--- src/hdl/line_cache_pkg.sv ---
`default_nettype none

package line_cache_pkg;

  // Width of one Wishbone data word.
  localparam int WORD_WIDTH = 32;

  // Bank controller states.
  // A write walks through both WRITE states, a read uses READ only.
  typedef enum logic [1:0] {
    STANDBY,
    READ,
    WRITE_READ,
    WRITE_WRITE
  } bank_state_e;

endpackage

`default_nettype wire

--- src/hdl/bank_router.sv ---
`timescale 1ns/100ps
`default_nettype none

module bank_router #(
  parameter int LINE_SIZE = 16,
  parameter int NUM_BANKS = 4
) (
  input  logic                                   clk,
  input  logic                                   reset,
  input  logic                                   wb_cyc,
  input  logic                                   wb_stb,
  input  logic                                   wb_we,
  input  logic [31:0]                            wb_adr,
  input  logic [line_cache_pkg::WORD_WIDTH-1:0]  wb_dat_w,
  input  logic                                   cycle_done,
  output logic [NUM_BANKS-1:0]                   bank_start,
  output logic [31:0]                            req_addr,
  output logic                                   req_write,
  output logic [line_cache_pkg::WORD_WIDTH-1:0]  req_data
);

  localparam int OFF_W    = $clog2(LINE_SIZE / 4);
  localparam int BANK_W   = $clog2(NUM_BANKS);
  localparam int BANK_LSB = 2 + OFF_W;

  logic              busy;
  logic              capture;
  logic [BANK_W-1:0] bank_sel;

  // Only one request in flight.
  assign capture  = wb_cyc && wb_stb && !busy;
  assign bank_sel = wb_adr[BANK_LSB +: BANK_W];

  always_ff @(posedge clk) begin
    if (reset) begin
      busy       <= 1'b0;
      bank_start <= '0;
    end else begin
      // One-cycle start to the bank picked by the address.
      if (capture) begin
        bank_start <= NUM_BANKS'(1) << bank_sel;
      end else begin
        bank_start <= '0;
      end

      if (capture) begin
        busy <= 1'b1;
      end else if (cycle_done) begin
        busy <= 1'b0;
      end
    end
  end

  // Request fields stay put until the next capture.
  always_ff @(posedge clk) begin
    if (capture) begin
      req_addr  <= wb_adr;
      req_write <= wb_we;
      req_data  <= wb_dat_w;
    end
  end

  a_start_onehot: assert property (
    @(posedge clk) disable iff (reset)
    $onehot0(bank_start)
  ) else $error("More than one bank started in one cycle.");

  // Collector must only finish a request that was captured here.
  a_done_when_busy: assert property (
    @(posedge clk) disable iff (reset)
    cycle_done |-> busy
  ) else $error("cycle_done seen with no request in flight.");

endmodule

`default_nettype wire

--- config.mk ---
export PLATFORM = sky130hd
export DESIGN_NAME = bank_router
export DESIGN_NICKNAME = d
export VERILOG_FILES = /design/src/hdl/line_cache_pkg.sv /design/src/hdl/bank_router.sv
export SDC_FILE = /design/constraint.sdc
export NUM_CORES = 1
export LEC_CHECK = 0
export ABC_AREA = 0
export BUFFER_PORTS_ARGS = -buffer_cell sky130_fd_sc_hd__buf_2
export CAP_MARGIN = 10
export CORE_MARGIN = 2
export CORE_UTILIZATION = 41
export DETAILED_ROUTE_END_ITERATION = 8
export PLACE_DENSITY = 0.78
export SKIP_CTS_REPAIR_TIMING = 1
export SYNTH_ARGS = -nofsm -noshare
export SYNTH_HDL_FRONTEND = slang
export SYNTH_SLANG_ARGS = --single-unit
--- constraint.sdc ---
create_clock -name clk -period 3.9 [get_ports clk]
set_input_delay 0 -clock clk [delete_from_list [all_inputs] [get_ports clk]]
set_output_delay 0 -clock clk [all_outputs]
set_load 0.05 [all_outputs]
# == After elaboration in Yosys (flattened, before gate mapping) ==
# Index checks and enable logic that the tools add are counted.
# Widths: inputs -> output; s select.
# op_classes
shift,1
n_mux,2
n_bitwise,1
n_reduce_logical,5
# op_table
cell,n
$shl 1x2->4 const A,1
$logic_and 1x1->1,2
$mux 1,2
$reduce_bool 2->1,1
$reduce_or 2->1,1
$logic_not 1->1,1
$not 1->1,1
# word_totals
regBits,70
in_bits,70
out_inout_bits,69
word_cells,14

# == Depth between registers and ports, before layout ==
# depth
word_depth,4
depth_mapped,2
ltp_nobuf,2

# == Least setup slack after synthesis ==
# OpenSTA, ideal clock, no wires.
# synth_path
path_kind,reg-to-reg
startpoint,register busy
endpoint,"register req_addr[0], enable pin"
setup_ps,490
t_arrival_ps,3036
required_ps,3410
slack_ps,374
stages_incl_launch_ff,2
path_buffers,0
synth_period_minus_slack_ps,3526
cell_sequence,dfxtp_1 nor2_1
# synth_via
elab_chain_cells,2
# synth_rtl
item,line_no,source
start: declaration,bank_router.sv:26,logic busy;
start signal: assignment,bank_router.sv:36,busy <= 1'b0;
start signal: assignment,bank_router.sv:47,busy <= 1'b1;
start signal: assignment,bank_router.sv:49,busy <= 1'b0;
$logic_not 1->1,bank_router.sv:31,assign capture = wb_cyc && wb_stb && !busy;
$logic_and 1x1->1,bank_router.sv:31,
named net capture,bank_router.sv:27,logic capture;
end signal: assignment,bank_router.sv:57,req_addr <= wb_adr;
end: declaration,bank_router.sv:17,"output logic [31:0] req_addr,"
# The timed path passes the listed nets, and every way through them passes these cells.
# A chain may end at the register's enable or synchronous reset.

# == Worst setup path in the final report ==
# layout_path
startpoint,input wb_cyc
endpoint,"register req_data[7] (netlist name), enable pin"
# layout_via
elab_chain_cells,2
# layout_rtl
item,line_no,source
start: declaration,bank_router.sv:10,"input logic wb_cyc,"
$logic_and 1x1->1 (2 in series),bank_router.sv:31,
named net capture,bank_router.sv:27,
end signal: assignment,bank_router.sv:59,req_data <= wb_dat_w;
end: declaration,bank_router.sv:19,output logic [line_cache_pkg::WORD_WIDTH-1:0] req_data
# The timed path passes the listed nets, and every way through them passes these cells.

==> metrics <==
die height 76.2 um; Crit path required time 3.91 ns; buffer type at the clock tree root clkbuf_8; max-slew violations 0; Routed WL per cell 17.1 um; number of H-tree branching levels 3; sequential share of the synthesized area 96.1%; synthesis warning total 0; global-route wire length before repair 6520 um; cell chain of the critical path dlygate4sd3_1 > buf_2 > nand2_1 > nor2_4 > buf_4; net load switching power 0.000427 W; register bit total from synthesis 70; TritonCTS buffer count 9; vias 1719; number of rows in the core area 26; proportion of power drawn by the clock network 40.1%; maximum operating frequency 633 MHz; Initial DRC Count 60; number of nets in the finished design 373; number of endpoints with negative hold slack in the final report 0; status completed; synthesized area divided by synthesized cell count 26.7 sq um; Slew @ Worst Pin 0.551 ns; number of nets still failing antenna checks after routing 0; total length of routed met2 wires 3330 um; period utilisation layout 40.5%; time the worst path needs with I/O delays and setup 1.58 ns; die area 0.00580 sq mm; total power divided by cell area 476 mW/mm^2; worst min-delay path class in -> reg; Metal-1 WL 2330 um; Post-Route Setup TNS 0 ns; arrival time at the worst endpoint 1.59 ns; horizontal die dimension 76.2 um; type of element capturing the critical path flip-flop; smallest hold slack 0.196 ns; utilization after layout 77.2%; initial cell density of the core 42.1%; number of top-level pins 139; routed length on met3 655 um; P_leak 1.66 nW; HPWL after DPL 3230 um; CP max stage cell dlygate4sd3_1; internal power component 0.00144 W; most used cells in the layout excluding fill and tap cells buf_2, dlygate4sd3_1, edfxtp_1; via count of the first global-routing pass 1319; share of total power in sequential cells 46.5%; commonest non-fill, non-tap cell in the layout buf_2; Clock Skew 0.00962 ns; Core Region 0.00507 sq mm; antenna violations before repair 0; CTS tree done; clock tree sinks 70; largest vdd supply drop 0.310 mV; Bufs on Longest Clock Path 2; DP Worst Slack 2.37 ns; setup repair after global routing missed its margin false; part of the total power dissipated in combinational logic 13.3%; count of final setup violators 0; Mapped Nets 150; Port Buffers 138; total wire length 6470 um; clock latency of the later-clocked register in the worst-skew pair 0.34 ns; layout overhead on the synthesized area 83.4%; clock-pin slew on the worst setup and hold paths 0.07 ns; GRT Resource Usage Total 15.7%; element type at the critical path start input port; Max transition margin 63.2%; max-cap violation count 0; highest metal layer used by the detailed router met4; switching share of power 22.9%; Setup Crit Path Kind in -> reg; average via count per standard cell 4.55; detailed-router iteration count before antenna repair 4; synthesized instance count 80; Final WS setup 2.32 ns; global placement routability congestion 0.689; count of antenna diodes in the layout 0; share of post-route cells with drive strength above 1 51.6%; slowest cell delay on critical path 0.51 ns; overflow left after global routing 0; highest net fanout along the worst path 24; largest net degree at the start of global routing 25; count of distinct cell types in the synthesized netlist 9; netlist area before placement 0.00214 sq mm; DRC violations left 0
[flip-flops by register name, indices dropped and copies added (netlist names)]
signal,flops
busy,1
req_addr,32
req_data,32
bank_start,4
req_write,1
[critical path: cells and delay by family]
kind                   cells  cell delay, ns
buffers and inverters      3            1.04
AND/OR/NAND/NOR            2            0.53
[per-stage QoR]
step	total power, W	instances	area, sq um
after floorplan	0.00100	80	2140
after global placement	0.00107	290	2940
after detailed placement	0.00107	290	2940
after CTS	0.00181	306	3200
after global routing	0.00191	378	3920
final	0.00186	378	3920
[synthesized netlist by cell type]
master | n | area [sq um]
edfxtp_1 | 65 | 1950
nand2b_1 | 1 | 6.26
nor3b_2 | 2 | 25.0
nand4bb_4 | 1 | 27.5
nor3_1 | 1 | 5.00
nand2_1 | 2 | 7.51
nor2_1 | 2 | 7.51
dfxtp_1 | 5 | 100
o21ai_0 | 1 | 5.00
[power groups by stage]
| stage | Sequential [W] | Clock [W] | Combinational, W |
|---|---|---|---|
| floorplan | 0.000990 | 0 | 0.0000145 |
| global placement | 0.000881 | 0 | 0.000186 |
| detailed placement | 0.000882 | 0 | 0.000188 |
| CTS | 0.000866 | 0.000752 | 0.000188 |
| global route | 0.000870 | 0.000784 | 0.000259 |
| finish | 0.000867 | 0.000749 | 0.000248 |
[kinds of logic after synthesis]
logic type / synth area share, %
DFF: 96.1
and+or+nand+nor: 3.69
AOI/OAI and AO/OA: 0.234
[final cells by class]
| class | count | area (sq um) |
|---|---|---|
| clock buffer | 9 | 124 |
| clock inverter | 7 | 136 |
| fill | 295 | 1160 |
| multi-input combinational | 10 | 91.3 |
| sequential | 70 | 2050 |
| tap | 70 | 87.6 |
| timing repair buffer | 212 | 1430 |
[routing by layer]
layer  track usage [%]  up-vias
met5                 0        -
met2              24.9      125
li1                  -      764
met1              16.4      815
met4              7.27        0
met3              9.95       15
[worst paths after layout]
| path | startpoint | end | slack [ns] | depth (start not counted) |
|---|---|---|---|---|
| setup reg to reg | busy$_SDFFE_PP0P_ | req_data[7]$_DFFE_PP_ | 2.33 | 2 |
| hold reg to reg | busy$_SDFFE_PP0P_ | req_data[17]$_DFFE_PP_ | 0.76 | 1 |
| hold / removal | wb_stb | req_data[17]$_DFFE_PP_ | 0.20 | 3 |
| setup / recovery | wb_cyc | req_data[7]$_DFFE_PP_ | 2.32 | 5 |
Note: power is estimated with default switching activity, not from simulation.
